--- src/rvPkg.sv ---
package rvPkg;

   localparam int aluOpW = 4;
   localparam int selW = 2;

   // major opcodes of the supported RV32I subset
   localparam logic [6:0] opOp = 7'b0110011;
   localparam logic [6:0] opOpImm = 7'b0010011;
   localparam logic [6:0] opLui = 7'b0110111;
   localparam logic [6:0] opLoad = 7'b0000011;
   localparam logic [6:0] opStore = 7'b0100011;
   localparam logic [6:0] opBranch = 7'b1100011;
   localparam logic [6:0] opJal = 7'b1101111;
   localparam logic [6:0] opJalr = 7'b1100111;
   localparam logic [6:0] opSystem = 7'b1110011;

   localparam logic [aluOpW-1:0] aluAdd = 4'd0;
   localparam logic [aluOpW-1:0] aluSub = 4'd1;
   localparam logic [aluOpW-1:0] aluAnd = 4'd2;
   localparam logic [aluOpW-1:0] aluOr = 4'd3;
   localparam logic [aluOpW-1:0] aluXor = 4'd4;
   localparam logic [aluOpW-1:0] aluSlt = 4'd5;
   localparam logic [aluOpW-1:0] aluPassB = 4'd6;

   // write-back source
   localparam logic [selW-1:0] wbAlu = 2'd0;
   localparam logic [selW-1:0] wbMem = 2'd1;
   localparam logic [selW-1:0] wbLink = 2'd2;

   // execute operand source
   localparam logic [selW-1:0] fwdReg = 2'd0;
   localparam logic [selW-1:0] fwdExMem = 2'd1;
   localparam logic [selW-1:0] fwdMemWb = 2'd2;

   localparam logic [selW-1:0] brNone = 2'd0;
   localparam logic [selW-1:0] brEq = 2'd1;
   localparam logic [selW-1:0] brNe = 2'd2;
   localparam logic [selW-1:0] brLt = 2'd3;

   typedef struct packed {
      logic [6:0] funct7;
      logic [4:0] rs2;
      logic [4:0] rs1;
      logic [2:0] funct3;
      logic [4:0] rd;
      logic [6:0] opcode;
   } rFmt;

   typedef struct packed {
      logic [11:0] imm;
      logic [4:0] rs1;
      logic [2:0] funct3;
      logic [4:0] rd;
      logic [6:0] opcode;
   } iFmt;

   typedef struct packed {
      logic [6:0] immHi;
      logic [4:0] rs2;
      logic [4:0] rs1;
      logic [2:0] funct3;
      logic [4:0] immLo;
      logic [6:0] opcode;
   } sFmt;

   // branch offset bits are scattered, bit 0 is implied zero
   typedef struct packed {
      logic bit12;
      logic [5:0] bits10to5;
      logic [4:0] rs2;
      logic [4:0] rs1;
      logic [2:0] funct3;
      logic [3:0] bits4to1;
      logic bit11;
      logic [6:0] opcode;
   } bFmt;

   typedef struct packed {
      logic [19:0] imm;
      logic [4:0] rd;
      logic [6:0] opcode;
   } uFmt;

   typedef struct packed {
      logic bit20;
      logic [9:0] bits10to1;
      logic bit11;
      logic [7:0] bits19to12;
      logic [4:0] rd;
      logic [6:0] opcode;
   } jFmt;

   typedef union packed {
      rFmt rType;
      iFmt iType;
      sFmt sType;
      bFmt bType;
      uFmt uType;
      jFmt jType;
   } instrWord;

endpackage

--- src/fwdIf.sv ---
`timescale 1ns/10ps

interface fwdIf;
   import rvPkg::*;

   logic [4:0] idRs1, idRs2;
   logic [4:0] exRs1, exRs2;
   logic [4:0] exMemRd, memWbRd;
   logic exMemWe, memWbWe;
   logic [selW-1:0] fwdA, fwdB;
   logic bypassA, bypassB;

   modport datapath (
      output idRs1, idRs2, exRs1, exRs2, exMemRd, exMemWe, memWbRd, memWbWe,
      input fwdA, fwdB, bypassA, bypassB
   );

   modport forward (
      input idRs1, idRs2, exRs1, exRs2, exMemRd, exMemWe, memWbRd, memWbWe,
      output fwdA, fwdB, bypassA, bypassB
   );

endinterface

--- src/rvDecode.sv ---
`timescale 1ns/10ps

module rvDecode (
   input rvPkg::instrWord instr,
   output logic [rvPkg::aluOpW-1:0] aluOp,
   output logic srcAPc,
   output logic srcBImm,
   output logic [31:0] imm,
   output logic [rvPkg::selW-1:0] wbSel,
   output logic regWe,
   output logic memRead,
   output logic memWrite,
   output logic [rvPkg::selW-1:0] brKind,
   output logic isJal,
   output logic isJalr,
   output logic isEcall
);
   import rvPkg::*;

   logic [aluOpW-1:0] funcOp;
   logic writesRd;

   // funct3 picks the operation for both register and immediate forms
   always_comb begin
      case (instr.rType.funct3)
         3'b111: funcOp = aluAnd;
         3'b110: funcOp = aluOr;
         3'b100: funcOp = aluXor;
         3'b010: funcOp = aluSlt;
         default: funcOp = aluAdd;
      endcase
   end

   always_comb begin
      aluOp = aluAdd;
      srcAPc = 1'b0;
      srcBImm = 1'b0;
      imm = '0;
      wbSel = wbAlu;
      writesRd = 1'b0;
      memRead = 1'b0;
      memWrite = 1'b0;
      brKind = brNone;
      isJal = 1'b0;
      isJalr = 1'b0;
      isEcall = 1'b0;
      case (instr.rType.opcode)
         opOp: begin
            aluOp = (instr.rType.funct3 == 3'b000 && instr.rType.funct7[5]) ? aluSub : funcOp;
            writesRd = 1'b1;
         end
         opOpImm: begin
            aluOp = funcOp;
            srcBImm = 1'b1;
            imm = {{20{instr.iType.imm[11]}}, instr.iType.imm};
            writesRd = 1'b1;
         end
         opLui: begin
            aluOp = aluPassB;
            srcBImm = 1'b1;
            imm = {instr.uType.imm, 12'b0};
            writesRd = 1'b1;
         end
         opLoad: begin
            srcBImm = 1'b1;
            imm = {{20{instr.iType.imm[11]}}, instr.iType.imm};
            memRead = 1'b1;
            wbSel = wbMem;
            writesRd = 1'b1;
         end
         opStore: begin
            srcBImm = 1'b1;
            imm = {{20{instr.sType.immHi[6]}}, instr.sType.immHi, instr.sType.immLo};
            memWrite = 1'b1;
         end
         // alu forms the target pc + offset, the comparator decides
         opBranch: begin
            srcAPc = 1'b1;
            srcBImm = 1'b1;
            imm = {{19{instr.bType.bit12}}, instr.bType.bit12, instr.bType.bit11,
                   instr.bType.bits10to5, instr.bType.bits4to1, 1'b0};
            case (instr.bType.funct3)
               3'b000: brKind = brEq;
               3'b001: brKind = brNe;
               3'b100: brKind = brLt;
               default: brKind = brNone;
            endcase
         end
         opJal: begin
            srcAPc = 1'b1;
            srcBImm = 1'b1;
            imm = {{11{instr.jType.bit20}}, instr.jType.bit20, instr.jType.bits19to12,
                   instr.jType.bit11, instr.jType.bits10to1, 1'b0};
            wbSel = wbLink;
            writesRd = 1'b1;
            isJal = 1'b1;
         end
         opJalr: begin
            srcBImm = 1'b1;
            imm = {{20{instr.iType.imm[11]}}, instr.iType.imm};
            wbSel = wbLink;
            writesRd = 1'b1;
            isJalr = 1'b1;
         end
         opSystem: isEcall = 1'b1;
         // anything else passes through as a bubble
         default: ;
      endcase
   end

   // x0 is never a destination
   assign regWe = writesRd && (instr.rType.rd != 5'd0);

endmodule

--- src/rvAlu.sv ---
`timescale 1ns/10ps

module rvAlu (
   input logic [31:0] a,
   input logic [31:0] b,
   input logic [rvPkg::aluOpW-1:0] op,
   input logic [31:0] brA,
   input logic [31:0] brB,
   input logic [rvPkg::selW-1:0] brKind,
   output logic [31:0] result,
   output logic brTaken
);
   import rvPkg::*;

   always_comb begin
      case (op)
         aluSub: result = a - b;
         aluAnd: result = a & b;
         aluOr: result = a | b;
         aluXor: result = a ^ b;
         aluSlt: result = {31'b0, $signed(a) < $signed(b)};
         aluPassB: result = b;
         default: result = a + b;
      endcase
   end

   // comparator runs beside the adder, which builds the target
   always_comb begin
      case (brKind)
         brEq: brTaken = (brA == brB);
         brNe: brTaken = (brA != brB);
         brLt: brTaken = ($signed(brA) < $signed(brB));
         default: brTaken = 1'b0;
      endcase
   end

endmodule

--- src/rvForward.sv ---
`timescale 1ns/10ps

module rvForward (
   fwdIf.forward fwd
);
   import rvPkg::*;

   function automatic logic hits(input logic [4:0] rs, input logic [4:0] rd, input logic we);
      return we && (rd != 5'd0) && (rd == rs);
   endfunction

   // memory stage holds the younger result, so it wins
   function automatic logic [selW-1:0] pickSrc(input logic [4:0] rs);
      if (hits(rs, fwd.exMemRd, fwd.exMemWe)) begin
         return fwdExMem;
      end else if (hits(rs, fwd.memWbRd, fwd.memWbWe)) begin
         return fwdMemWb;
      end
      return fwdReg;
   endfunction

   always_comb begin
      fwd.fwdA = pickSrc(fwd.exRs1);
      fwd.fwdB = pickSrc(fwd.exRs2);
   end

   // register file write lands at the edge, decode needs it now
   assign fwd.bypassA = hits(fwd.idRs1, fwd.memWbRd, fwd.memWbWe);
   assign fwd.bypassB = hits(fwd.idRs2, fwd.memWbRd, fwd.memWbWe);

endmodule

--- src/rvRunCtrl.sv ---
`timescale 1ns/10ps

module rvRunCtrl (
   input logic clk,
   input logic rstN,
   input logic wbValid,
   input logic wbIsEcall,
   output logic run,
   output logic halt,
   output logic [31:0] numInst
);

   localparam logic stRunning = 1'b0;
   localparam logic stHalted = 1'b1;

   logic state;

   always_ff @(posedge clk or negedge rstN) begin
      if (!rstN) begin
         state <= stRunning;
         numInst <= '0;
      end else if (state == stRunning && wbValid) begin
         // ecall retires without being counted
         if (wbIsEcall) begin
            state <= stHalted;
         end else begin
            numInst <= numInst + 32'd1;
         end
      end
   end

   // halted is terminal until reset
   assign run = (state == stRunning);
   assign halt = (state == stHalted);

endmodule

--- src/rvDatapath.sv ---
`timescale 1ns/10ps

module rvDatapath #(
   parameter int addrW = 12
) (
   input logic clk,
   input logic rstN,
   input logic [31:0] iMemDi,
   input logic [31:0] dMemDi,
   input logic [31:0] rfRd1,
   input logic [31:0] rfRd2,
   input logic run,
   output logic [addrW-1:0] iMemAddr,
   output logic [addrW-1:0] dMemAddr,
   output logic [31:0] dMemDout,
   output logic dMemWen,
   output logic [3:0] dMemBe,
   output logic [4:0] rfRa1,
   output logic [4:0] rfRa2,
   output logic [4:0] rfWa,
   output logic rfWe,
   output logic [31:0] rfWd,
   output logic wbValid,
   output logic wbIsEcall,
   output logic [31:0] outputPort,
   fwdIf.datapath fwd
);
   import rvPkg::*;

   logic [31:0] pc;
   logic ifIdValid;
   logic [31:0] ifIdPc;
   instrWord ifIdInstr;

   // decode stage
   logic [aluOpW-1:0] idAluOp;
   logic [31:0] idImm, idRs1Val, idRs2Val;
   logic [selW-1:0] idWbSel, idBrKind;
   logic idSrcAPc, idSrcBImm, idRegWe, idMemRead, idMemWrite;
   logic idIsJal, idIsJalr, idIsEcall;

   // ID/EX
   logic exValid;
   logic [31:0] exPc, exImm, exRs1Val, exRs2Val;
   logic [4:0] exRs1, exRs2, exRd;
   logic [aluOpW-1:0] exAluOp;
   logic [selW-1:0] exWbSrc, exBrKind;
   logic exSrcAPc, exSrcBImm, exRegWe, exMemRead, exMemWrite;
   logic exIsJal, exIsJalr, exIsEcall;
   logic [31:0] opA, opB, aluA, aluB, aluRes, target;
   logic brTaken, redirect, flush;

   // EX/MEM
   logic memValid, memRegWe, memIsStore, memIsLoad, memEcall, memBranch, memTaken;
   logic [31:0] memAluRes, memStoreData, memLinkAddr, memFwdVal;
   logic [4:0] memRd;
   logic [selW-1:0] memSrc;

   // MEM/WB
   logic wbRegWe, wbStore, wbBranch, wbTaken;
   logic [31:0] wbAluRes, wbMemData, wbLinkAddr;
   logic [4:0] wbRd;
   logic [selW-1:0] wbSrc;

   function automatic logic [31:0] wbMux(input logic [selW-1:0] sel, input logic [31:0] aluVal,
                                         input logic [31:0] memVal, input logic [31:0] linkVal);
      case (sel)
         wbMem: return memVal;
         wbLink: return linkVal;
         default: return aluVal;
      endcase
   endfunction

   function automatic logic [31:0] pickOperand(input logic [selW-1:0] sel,
                                               input logic [31:0] regVal,
                                               input logic [31:0] memVal,
                                               input logic [31:0] wbVal);
      case (sel)
         fwdExMem: return memVal;
         fwdMemWb: return wbVal;
         default: return regVal;
      endcase
   endfunction

   // fetch, pc holds still once the core has halted
   assign iMemAddr = pc[addrW-1:0];

   always_ff @(posedge clk or negedge rstN) begin
      if (!rstN) begin
         pc <= '0;
      end else if (run) begin
         pc <= redirect ? target : pc + 32'd4;
      end
   end

   always_ff @(posedge clk or negedge rstN) begin
      if (!rstN) begin
         ifIdValid <= 1'b0;
         exValid <= 1'b0;
      end else begin
         ifIdValid <= run && !flush;
         exValid <= ifIdValid && !flush;
      end
   end

   always_ff @(posedge clk) begin
      ifIdInstr <= iMemDi;
      ifIdPc <= pc;
   end

   rvDecode uDecode (
      .instr(ifIdInstr),
      .aluOp(idAluOp),
      .srcAPc(idSrcAPc),
      .srcBImm(idSrcBImm),
      .imm(idImm),
      .wbSel(idWbSel),
      .regWe(idRegWe),
      .memRead(idMemRead),
      .memWrite(idMemWrite),
      .brKind(idBrKind),
      .isJal(idIsJal),
      .isJalr(idIsJalr),
      .isEcall(idIsEcall)
   );

   assign rfRa1 = ifIdInstr.rType.rs1;
   assign rfRa2 = ifIdInstr.rType.rs2;
   assign fwd.idRs1 = rfRa1;
   assign fwd.idRs2 = rfRa2;
   assign idRs1Val = fwd.bypassA ? rfWd : rfRd1;
   assign idRs2Val = fwd.bypassB ? rfWd : rfRd2;

   always_ff @(posedge clk) begin
      exPc <= ifIdPc;
      exImm <= idImm;
      exRs1Val <= idRs1Val;
      exRs2Val <= idRs2Val;
      exRs1 <= ifIdInstr.rType.rs1;
      exRs2 <= ifIdInstr.rType.rs2;
      exRd <= ifIdInstr.rType.rd;
      exAluOp <= idAluOp;
      exSrcAPc <= idSrcAPc;
      exSrcBImm <= idSrcBImm;
      exWbSrc <= idWbSel;
      exRegWe <= idRegWe;
      exMemRead <= idMemRead;
      exMemWrite <= idMemWrite;
      exBrKind <= idBrKind;
      exIsJal <= idIsJal;
      exIsJalr <= idIsJalr;
      exIsEcall <= idIsEcall;
   end

   // execute, a load in memory forwards the word read this cycle
   assign fwd.exRs1 = exRs1;
   assign fwd.exRs2 = exRs2;
   assign memFwdVal = wbMux(memSrc, memAluRes, dMemDi, memLinkAddr);
   assign opA = pickOperand(fwd.fwdA, exRs1Val, memFwdVal, rfWd);
   assign opB = pickOperand(fwd.fwdB, exRs2Val, memFwdVal, rfWd);
   assign aluA = exSrcAPc ? exPc : opA;
   assign aluB = exSrcBImm ? exImm : opB;

   rvAlu uAlu (
      .a(aluA),
      .b(aluB),
      .op(exAluOp),
      .brA(opA),
      .brB(opB),
      .brKind(exBrKind),
      .result(aluRes),
      .brTaken(brTaken)
   );

   // ecall also kills the two younger slots so nothing behind it commits
   assign redirect = exValid && (exIsJal || exIsJalr || brTaken);
   assign flush = redirect || (exValid && exIsEcall);
   assign target = exIsJalr ? {aluRes[31:1], 1'b0} : aluRes;

   always_ff @(posedge clk or negedge rstN) begin
      if (!rstN) begin
         memValid <= 1'b0;
         memRegWe <= 1'b0;
         memIsStore <= 1'b0;
         memEcall <= 1'b0;
         memBranch <= 1'b0;
      end else begin
         memValid <= exValid;
         memRegWe <= exValid && exRegWe;
         memIsStore <= exValid && exMemWrite;
         memEcall <= exValid && exIsEcall;
         memBranch <= exValid && (exBrKind != brNone);
      end
   end

   always_ff @(posedge clk) begin
      memAluRes <= aluRes;
      memStoreData <= opB;
      memLinkAddr <= exPc + 32'd4;
      memRd <= exRd;
      memSrc <= exWbSrc;
      memIsLoad <= exMemRead;
      memTaken <= brTaken;
   end

   // memory, word addressed and always a full word
   assign dMemAddr = memAluRes[addrW+1:2];
   assign dMemDout = memStoreData;
   assign dMemWen = memIsStore && run;
   assign dMemBe = 4'b1111;
   assign fwd.exMemRd = memRd;
   assign fwd.exMemWe = memRegWe;

   always_ff @(posedge clk or negedge rstN) begin
      if (!rstN) begin
         wbValid <= 1'b0;
         wbRegWe <= 1'b0;
         wbStore <= 1'b0;
         wbBranch <= 1'b0;
         wbIsEcall <= 1'b0;
      end else begin
         wbValid <= memValid;
         wbRegWe <= memRegWe;
         wbStore <= memIsStore;
         wbBranch <= memBranch;
         wbIsEcall <= memEcall;
      end
   end

   always_ff @(posedge clk) begin
      wbAluRes <= memAluRes;
      wbLinkAddr <= memLinkAddr;
      wbRd <= memRd;
      wbSrc <= memSrc;
      wbTaken <= memTaken;
      if (memIsLoad) begin
         wbMemData <= dMemDi;
      end
   end

   // write-back
   assign rfWd = wbMux(wbSrc, wbAluRes, wbMemData, wbLinkAddr);
   assign rfWa = wbRd;
   assign rfWe = wbRegWe && run;
   assign fwd.memWbRd = wbRd;
   assign fwd.memWbWe = wbRegWe;

   // test port: written value, else store address, else branch outcome
   always_comb begin
      if (wbRegWe) begin
         outputPort = rfWd;
      end else if (wbStore) begin
         outputPort = wbAluRes;
      end else if (wbBranch) begin
         outputPort = {31'b0, wbTaken};
      end else begin
         outputPort = '0;
      end
   end

endmodule

--- src/rvTop.sv ---
`timescale 1ns/10ps

module rvTop #(
   parameter int addrW = 12
) (
   input logic clk,
   input logic rstN,

   // instruction memory, byte address
   output logic iMemCsN,
   output logic [addrW-1:0] iMemAddr,
   input logic [31:0] iMemDi,

   // data memory, word address
   output logic dMemCsN,
   output logic [addrW-1:0] dMemAddr,
   input logic [31:0] dMemDi,
   output logic [31:0] dMemDout,
   output logic dMemWen,
   output logic [3:0] dMemBe,

   // register file
   output logic rfWe,
   output logic [4:0] rfRa1,
   output logic [4:0] rfRa2,
   output logic [4:0] rfWa,
   input logic [31:0] rfRd1,
   input logic [31:0] rfRd2,
   output logic [31:0] rfWd,

   output logic halt,
   output logic [31:0] numInst,
   output logic [31:0] outputPort
);

   logic run;
   logic wbValid;
   logic wbIsEcall;

   fwdIf fwdBus ();

   assign iMemCsN = ~rstN;
   assign dMemCsN = ~rstN;

   rvDatapath #(
      .addrW(addrW)
   ) uDatapath (
      .clk(clk),
      .rstN(rstN),
      .iMemDi(iMemDi),
      .dMemDi(dMemDi),
      .rfRd1(rfRd1),
      .rfRd2(rfRd2),
      .run(run),
      .iMemAddr(iMemAddr),
      .dMemAddr(dMemAddr),
      .dMemDout(dMemDout),
      .dMemWen(dMemWen),
      .dMemBe(dMemBe),
      .rfRa1(rfRa1),
      .rfRa2(rfRa2),
      .rfWa(rfWa),
      .rfWe(rfWe),
      .rfWd(rfWd),
      .wbValid(wbValid),
      .wbIsEcall(wbIsEcall),
      .outputPort(outputPort),
      .fwd(fwdBus.datapath)
   );

   rvForward uForward (
      .fwd(fwdBus.forward)
   );

   rvRunCtrl uRunCtrl (
      .clk(clk),
      .rstN(rstN),
      .wbValid(wbValid),
      .wbIsEcall(wbIsEcall),
      .run(run),
      .halt(halt),
      .numInst(numInst)
   );

endmodule

--- config.mk ---
export PLATFORM = sky130hd
export DESIGN_NAME = rvTop
export DESIGN_NICKNAME = d
export VERILOG_FILES = /design/src/rvPkg.sv /design/src/fwdIf.sv /design/src/rvDecode.sv /design/src/rvAlu.sv /design/src/rvForward.sv /design/src/rvRunCtrl.sv /design/src/rvDatapath.sv /design/src/rvTop.sv
export SDC_FILE = /design/constraint.sdc
export NUM_CORES = 1
export LEC_CHECK = 0
export BUFFER_PORTS_ARGS = -buffer_cell sky130_fd_sc_hd__buf_2
export CELL_PAD_IN_SITES_DETAIL_PLACEMENT = 1
export CELL_PAD_IN_SITES_GLOBAL_PLACEMENT = 2
export CORE_MARGIN = 1.5
export CORE_UTILIZATION = 33
export CTS_CLUSTER_DIAMETER = 50
export DETAILED_ROUTE_END_ITERATION = 10
export MAX_ROUTING_LAYER = met4
export PLACE_DENSITY = 0.76
export SETUP_SLACK_MARGIN = 0.4
export SLEW_MARGIN = 20
export SYNTH_ARGS = -nofsm -noshare
export SYNTH_HDL_FRONTEND = slang
export SYNTH_SLANG_ARGS = --single-unit
--- constraint.sdc ---
create_clock -name clk -period 4.65 [get_ports clk]
set_clock_uncertainty 0.05 [all_clocks]
set_input_delay 1.395 -clock clk [delete_from_list [all_inputs] [get_ports clk]]
set_output_delay 1.395 -clock clk [all_outputs]
set_load 0.02 [all_outputs]
==> flow_summary.yaml, run 1 <==
worst_hold_path:
  hold_path_class: "reg -> reg"
synthesis:
  synth_warnings: 0
  synthArstFlopShare_pct: 15.2
  ys_types: 96
  yosysSeqAreaShare_pct: 42.3
  synth_top_area_cell: "dfxtp_1"
  syn-instance-count: 2803
  ys.flop_type: "dfxtp_1"
  syn_area_um2: 25700
  ys_top_cells_by_area: "dfxtp_1 (31%), dfrtp_1 (7.5%), ha_1 (6.6%)"
  synth_top_area_share_pct: 31.1
  postSynthAreaPerCell_um2: 9.16
  synth_edf_count: 32
  synth_seq_cells: 508
finish:
  drive_above_1_share_pct: 45.0
  syn2layout_area_growth_pct: 53.2
  nets: 4024
floorplan:
  die_h_um: 282
  row_count: 102
  core_area_um2: 77200
  io_pins: 306
  die-area_um2: 79500
  die_w_um: 282
  initial_core_util_pct: 33.3
setup_path:
  critPathMostFrequentCell: "buf_6"
  crit_path_start_kind: "flop"
  crit_type: "reg -> reg"
  worstPathArrival_ps: 5640
  setup.worst_path.end_class: "flop"
  critPathBufInv: 7
  cp_max_fo: 7
  crit_chain: "or4_4 > buf_6 > o211ai_2 > buf_6 > or2_4 > buf_12 > nor2_4 > a221o_2 > mux2i_4 > ha_4 > buf_6 > or4_4 > a211oi_4 > buf_4 > o31ai_4 > o311ai_4 > buf_6 > a21oi_4 > nor2_1 > o31ai_4 > buf_4 > mux2_4"
  required_ps: 5130
  critPathMaxStageDelay_ps: 560
  slowest_stage: "or4_4"
  crit_family: "simple AND/OR/NAND/NOR gates"
status:
  status: "complete, but fails checks"
  violations: "negative setup slack"
placement:
  gp_congestion: 0.966
  hpwl_mm: 94.8
  io_buffers: 301
cts:
  cts_hold_buf: 0
  cts_buffer_depth: 3
  cts_max_level: 3
  clock_latency_ps: 670
  clkTransAtPathRegs_ps: 60
  root_buffer: "clkbuf_16"
  cts.sinks: 508
  cts_made_buffers: 74
  cts_tree: "built"
global_routing:
  grt_use_met1_pct: 43.1
  antenna_found_initial: 6
  use_met2_pct: 49.0
  grt-ovfl-total: 0
  gr-usage-met3_pct: 3.90
  grt_pass1_vias: 27550
  grt-busiest-layer: "met2"
  grt_pass1_wl_mm: 182
  grt_max_degree: 66
  track_usage_pct: 31.8
timing:
  finalSetupTns_ps: -18270
  holdWs_ps: 239
  timing.final.hold_violations: 0
  finalSetupViolations: 60
  worst_slack_ps: -511
  tightest_slew_ps: 1030
  maxSlewViolCount: 0
  finalCritPeriodShare_pct: 111
  slew_headroom_pct: 31.5
  rsz0062_at_grt: "true"
  min_period_ps: 5160
  fmax_mhz: 194
routing:
  postRouteAntennaNets: 0
  wl_per_cell_um: 26.1
  via_count: 26539
  drc: 0
  drt_first_pass_iters: 8
  drt_iter0_drc: 2168
  vias_per_cell: 5.46
  routed_wl_mm: 127
job:
  cap_violations: 0
power_and_ir_drop:
  intPower_mw: 10.6
  p_sw_mw: 5.62
  p_clk_share_pct: 35.2
  p_leak_nw: 17.4
  pwr-share-seq_pct: 37.4
  ir_drop_mv: 0.268
  combPwrFrac_pct: 27.5
  power_density_nw_per_um2: 411
  p_sw_share_pct: 34.7
final timing paths:
| kind | slack (ps) | cells past startpoint | to | start |
|---|---|---|---|---|
| setup / recovery | -510 | 22 | uDatapath.pc[20] | uDatapath.fwd.exMemRd[2] |
| hold / removal | 240 | 0 | uDatapath.exPc[18] | uDatapath.ifIdPc[18] |
| setup reg to reg | -510 | 22 | uDatapath.pc[20] | uDatapath.fwd.exMemRd[2] |
| hold reg to reg | 240 | 0 | uDatapath.exPc[18] | uDatapath.ifIdPc[18] |
| max in group asynchronous | 2520 | 3 | uRunCtrl.numInst[20] | rstN |
| min in group asynchronous | 800 | 2 | uDatapath.pc[13] | rstN |
synthesized netlist by cell type (22+ instances only):
| master | n |
|---|---|
| dfxtp_1 | 399 |
| nand2_1 | 285 |
| inv_1 | 153 |
| a21oi_1 | 151 |
| nor2_1 | 150 |
| o21ai_0 | 137 |
| ha_1 | 135 |
| clkbuf_1 | 115 |
| mux2_2 | 111 |
| xnor2_1 | 84 |
| dfrtp_1 | 77 |
| nand3_1 | 64 |
| nor2b_1 | 61 |
| nor3_1 | 52 |
| a22oi_1 | 50 |
| a211oi_1 | 44 |
| buf_4 | 42 |
| a21o_1 | 41 |
| o21ai_1 | 40 |
| xor2_1 | 36 |
| a221o_1 | 35 |
| a221oi_1 | 34 |
| edfxtp_1 | 32 |
| nand4_1 | 32 |
| nand2b_1 | 27 |
| o21a_1 | 24 |
| a31oi_1 | 22 |
power by group through the flow:
stage | registers [mW] | logic, mW | clock network, mW
6_report | 6.05 | 4.44 | 5.69
5_1_grt | 6.12 | 4.69 | 5.97
4_1_cts | 6.00 | 4.11 | 5.77
3_5_place_dp | 6.07 | 3.71 | 0
3_3_place_gp | 6.03 | 3.64 | 0
2_1_floorplan | 5.78 | 1.91 | 0
metal layers:
layer / routed length, µm / vias up
met2: 57600 / 948
li1: - / 11884
met4: 4020 / 0
met5: 0 / -
met1: 57800 / 13509
met3: 7240 / 198
stage by stage:
step                      worst slack (ps)  instance area [µm²]  utilization (%)  power, mW  instances
after floorplan                       -114                26300                -       7.69       2806
after global placement                -934                33100             42.8       9.66       4582
after detailed placement              -949                33100             42.8       9.78       4582
after CTS                             -422                38100             49.4       15.9       4814
after global routing                  -627                39300             50.9       16.8       4860
final                                 -511                39300             51.0       16.2       4861
timing repair:
item | 4_1_cts | 5_1_grt
setup endpoints to repair | 85 | 83
resized for setup | 361 | 188
pin swaps | 70 | 103
cloned | 5 | 2
buffers inserted | 89 | 43
area by class of cell:
| class | count | area [µm²] |
|---|---|---|
| fillers | 8687 | 37900 |
| clock buffers | 95 | 1990 |
| repair buffers | 1072 | 8180 |
| multi-input cells | 1943 | 15800 |
| flip-flops and latches | 508 | 10900 |
| clock inverters | 43 | 536 |
| diodes | 2 | 5.00 |
| well taps | 1040 | 1300 |
| inverters | 158 | 601 |
logic make-up after synthesis:
group                      count (synthesis)  share of synthesized area (%)
muxes                                    131                           5.69
AOI/OAI and AO/OA                        767                           20.4
xor gates and xnor gates                 120                           4.09
other                                      1                         0.0146
and+or+nand+nor                          784                           14.7
DFF                                      508                           42.3
buffers and inverters                    355                           6.02
adders and majority gates                137                           6.73
layout by cell type (no fill, tap or decap), drive strengths merged, types with 77 or more instances in the layout:
cell type	instances
buf	1068
dfxtp	399
nand2	285
o21ai	178
inv	170
nor2	154
a21oi	152
ha	135
mux2	111
clkbuf	98
xnor2	84
dfrtp	77
(Power assumes the default switching activity.)
==> run 2: changes to the inputs <==
--- a/config.mk
+++ b/config.mk
@@ -18,4 +18,5 @@
 export SLEW_MARGIN = 20
 export SYNTH_ARGS = -nofsm -noshare
 export SYNTH_HDL_FRONTEND = slang
+export SYNTH_HIERARCHICAL = 1
 export SYNTH_SLANG_ARGS = --single-unit
==> flow_summary.yaml, run 2 <==
timing:
  tightest_slew_ps: 1300
  min_period_ps: 5670
  finalSetupViolations: 62
  fmax_mhz: 176
  rsz0062_at_grt: "true"
  worst_slack_ps: -1020
  maxSlewViolCount: 0
  holdWs_ps: 276
  slew_headroom_pct: 12.2
  timing.final.hold_violations: 0
  finalCritPeriodShare_pct: 122
global_routing:
  grt_max_degree: 66
  track_usage_pct: 29.3
  grt-ovfl-total: 0
  grt_pass1_vias: 25262
  antenna_found_initial: 10
  grt_pass1_wl_mm: 166
placement:
  dpl_cell_area_um2: 32300
  place_inst: 4432
  hpwl_mm: 91.1
  gp_congestion: 0.969
  io_buffers: 301
status:
  status: "complete, but fails checks"
  violations: "negative setup slack"
synthesis:
  synthArstFlopShare_pct: 15.1
  synth_seq_cells: 509
  synth_top_area_cell: "dfxtp_1"
  syn-instance-count: 2710
  ys.flop_type: "dfxtp_1"
  syn_area_um2: 25400
  synthTopCellsByCount: "dfxtp_1 (400), nand2_1 (246), inv_1 (210)"
  yosysSeqAreaShare_pct: 42.9
  ys_types: 105
  synth_warnings: 6
  synth.most_common_cell: "dfxtp_1"
  postSynthAreaPerCell_um2: 9.38
  ys_top_cells_by_area: "dfxtp_1 (32%), dfrtp_1 (7.6%), ha_1 (6.8%)"
  synth_edf_count: 32
  synth_top_area_share_pct: 31.5
floorplan:
  row_count: 101
  io_pins: 306
  die-area_um2: 78700
  die_h_um: 280
  initial_core_util_pct: 33.4
  core_area_um2: 76100
  die_w_um: 280
finish:
  final_area_um2: 36500
  fillers: 8550
  syn2layout_area_growth_pct: 43.8
  final_cell_mix: "buf_4 (606), dfxtp_1 (397), buf_2 (299), nand2_1 (238), inv_1 (192)"
  final_common_cell: "buf_4"
  layout.cells.non_filler: 4626
  drive_above_1_share_pct: 42.3
  nets: 3804
routing:
  routed_wl_mm: 116
  vias_per_cell: 5.33
  drt_first_pass_iters: 7
  drc: 0
  drt_iter0_drc: 1872
  postRouteAntennaNets: 0
  wl_per_cell_um: 25.0
  via_count: 24675
cts:
  clock_latency_ps: 640
  cts_hold_buf: 0
  clkTransAtPathRegs_ps: 50
  cts.sinks: 509
  cts_max_level: 3
  cts_buffer_depth: 3
  cts_made_buffers: 73
  cts_tree: "built"
  root_buffer: "clkbuf_16"
job:
  cap_violations: 0
setup_path:
  crit_path_start_kind: "flop"
  crit_family: "compound AO/OA/AOI/OAI gates"
  critPathMostFrequentCell: "buf_4"
  setup.worst_path.end_class: "flop"
  r2r-start: "uDatapath/fwd.exMemRd[1]"
  worstPathArrival_ps: 6080
  reg2reg_slack_ps: -1020
  critPathBufInv: 7
  r2r_cells: 28
  cp_max_fo: 17
  rr_endpoint: "uDatapath/pc[30]"
  crit_type: "reg -> reg"
  required_ps: 5060
  critPathMaxStageDelay_ps: 540
  slowest_stage: "or4_4"
power_and_ir_drop:
  ir_drop_mv: 0.302
  power_density_nw_per_um2: 426
  p_leak_nw: 16.7
worst_hold_path:
  hold_path_class: "reg -> reg"
  whs_path_depth: 0
  worstHoldStart: "uDatapath/exRd[2]"
  worstHoldEndpoint: "uDatapath/fwd.exMemRd[2]"
==> run 2: worst max path at each step <==
stage | startpoint | cells past startpoint | slack [ps] | endpoint
floorplan | uDatapath/fwd.memWbRd[0] | 24 | -330 | uDatapath/pc[29]
global placement | uDatapath/fwd.exMemRd[4] | 26 | -1400 | uDatapath/pc[30]
detailed placement | uDatapath/fwd.exMemRd[4] | 26 | -1440 | uDatapath/pc[30]
CTS | uDatapath/fwd.exMemRd[1] | 26 | -1000 | uDatapath/pc[13]
global route | uDatapath/fwd.exMemRd[1] | 28 | -1280 | uDatapath/pc[14]
finish | uDatapath/fwd.exMemRd[1] | 28 | -1020 | uDatapath/pc[30]
==> run 2: final cells by class <==
| class | instances | area [µm²] | area share, % |
|---|---|---|---|
| diodes | 2 | 5.00 | 0.0137 |
| clock buffers | 92 | 2000 | 5.48 |
| clock inverters | 44 | 529 | 1.45 |
| inverters | 216 | 823 | 2.25 |
| multi-input cells | 1770 | 14100 | 38.5 |
| flip-flops and latches | 509 | 10900 | 29.8 |
| well taps | 1030 | 1290 | 3.53 |
| repair buffers | 963 | 6920 | 19.0 |
==> run 2: cells by family after synthesis <==
logic type | count (synthesis) | share of synthesized area [%]
AOI/OAI and AO/OA | 757 | 20.5
DFF | 509 | 42.9
adders and majority gates | 141 | 7.00
muxes | 133 | 5.88
buffers and inverters | 434 | 7.84
other | 2 | 0.0296
xor gates and xnor gates | 93 | 3.21
and+or+nand+nor | 641 | 12.6
==> run 2: stage by stage <==
stage | power, mW | util [%] | setup slack, ps | TNS [ps]
2_1_floorplan | 7.52 | - | -328 | -4000
3_3_place_gp | 9.45 | 42.5 | -1400 | -62130
3_5_place_dp | 9.57 | 42.5 | -1440 | -67570
4_1_cts | 15.4 | 46.8 | -1000 | -47570
5_1_grt | 16.2 | 48.0 | -1280 | -63090
6_report | 15.6 | 48.0 | -1020 | -49560
==> run 2: layer usage <==
layer,global-route usage [%],part of all wire [%]
met3,3.33,5.1
met4,8.88,2.6
met5,-,0
met2,44.1,45
met1,41.0,47
==> run 2: report_power, final <==
part | total [mW] | switching [mW] | internal (mW)
clock | 5.67 | 2.25 | 3.41
sequential | 6.09 | 0.882 | 5.21
combinational | 3.80 | 2.14 | 1.66
total | 15.6 | 5.27 | 10.3
==> run 2: timing repair <==
action	in CTS	in global routing
gates resized for setup	123	126
hold endpoints to repair	0	0
cloned	0	2
pin swaps	34	52
endpoints found under the setup margin	73	73
setup buffers	20	34
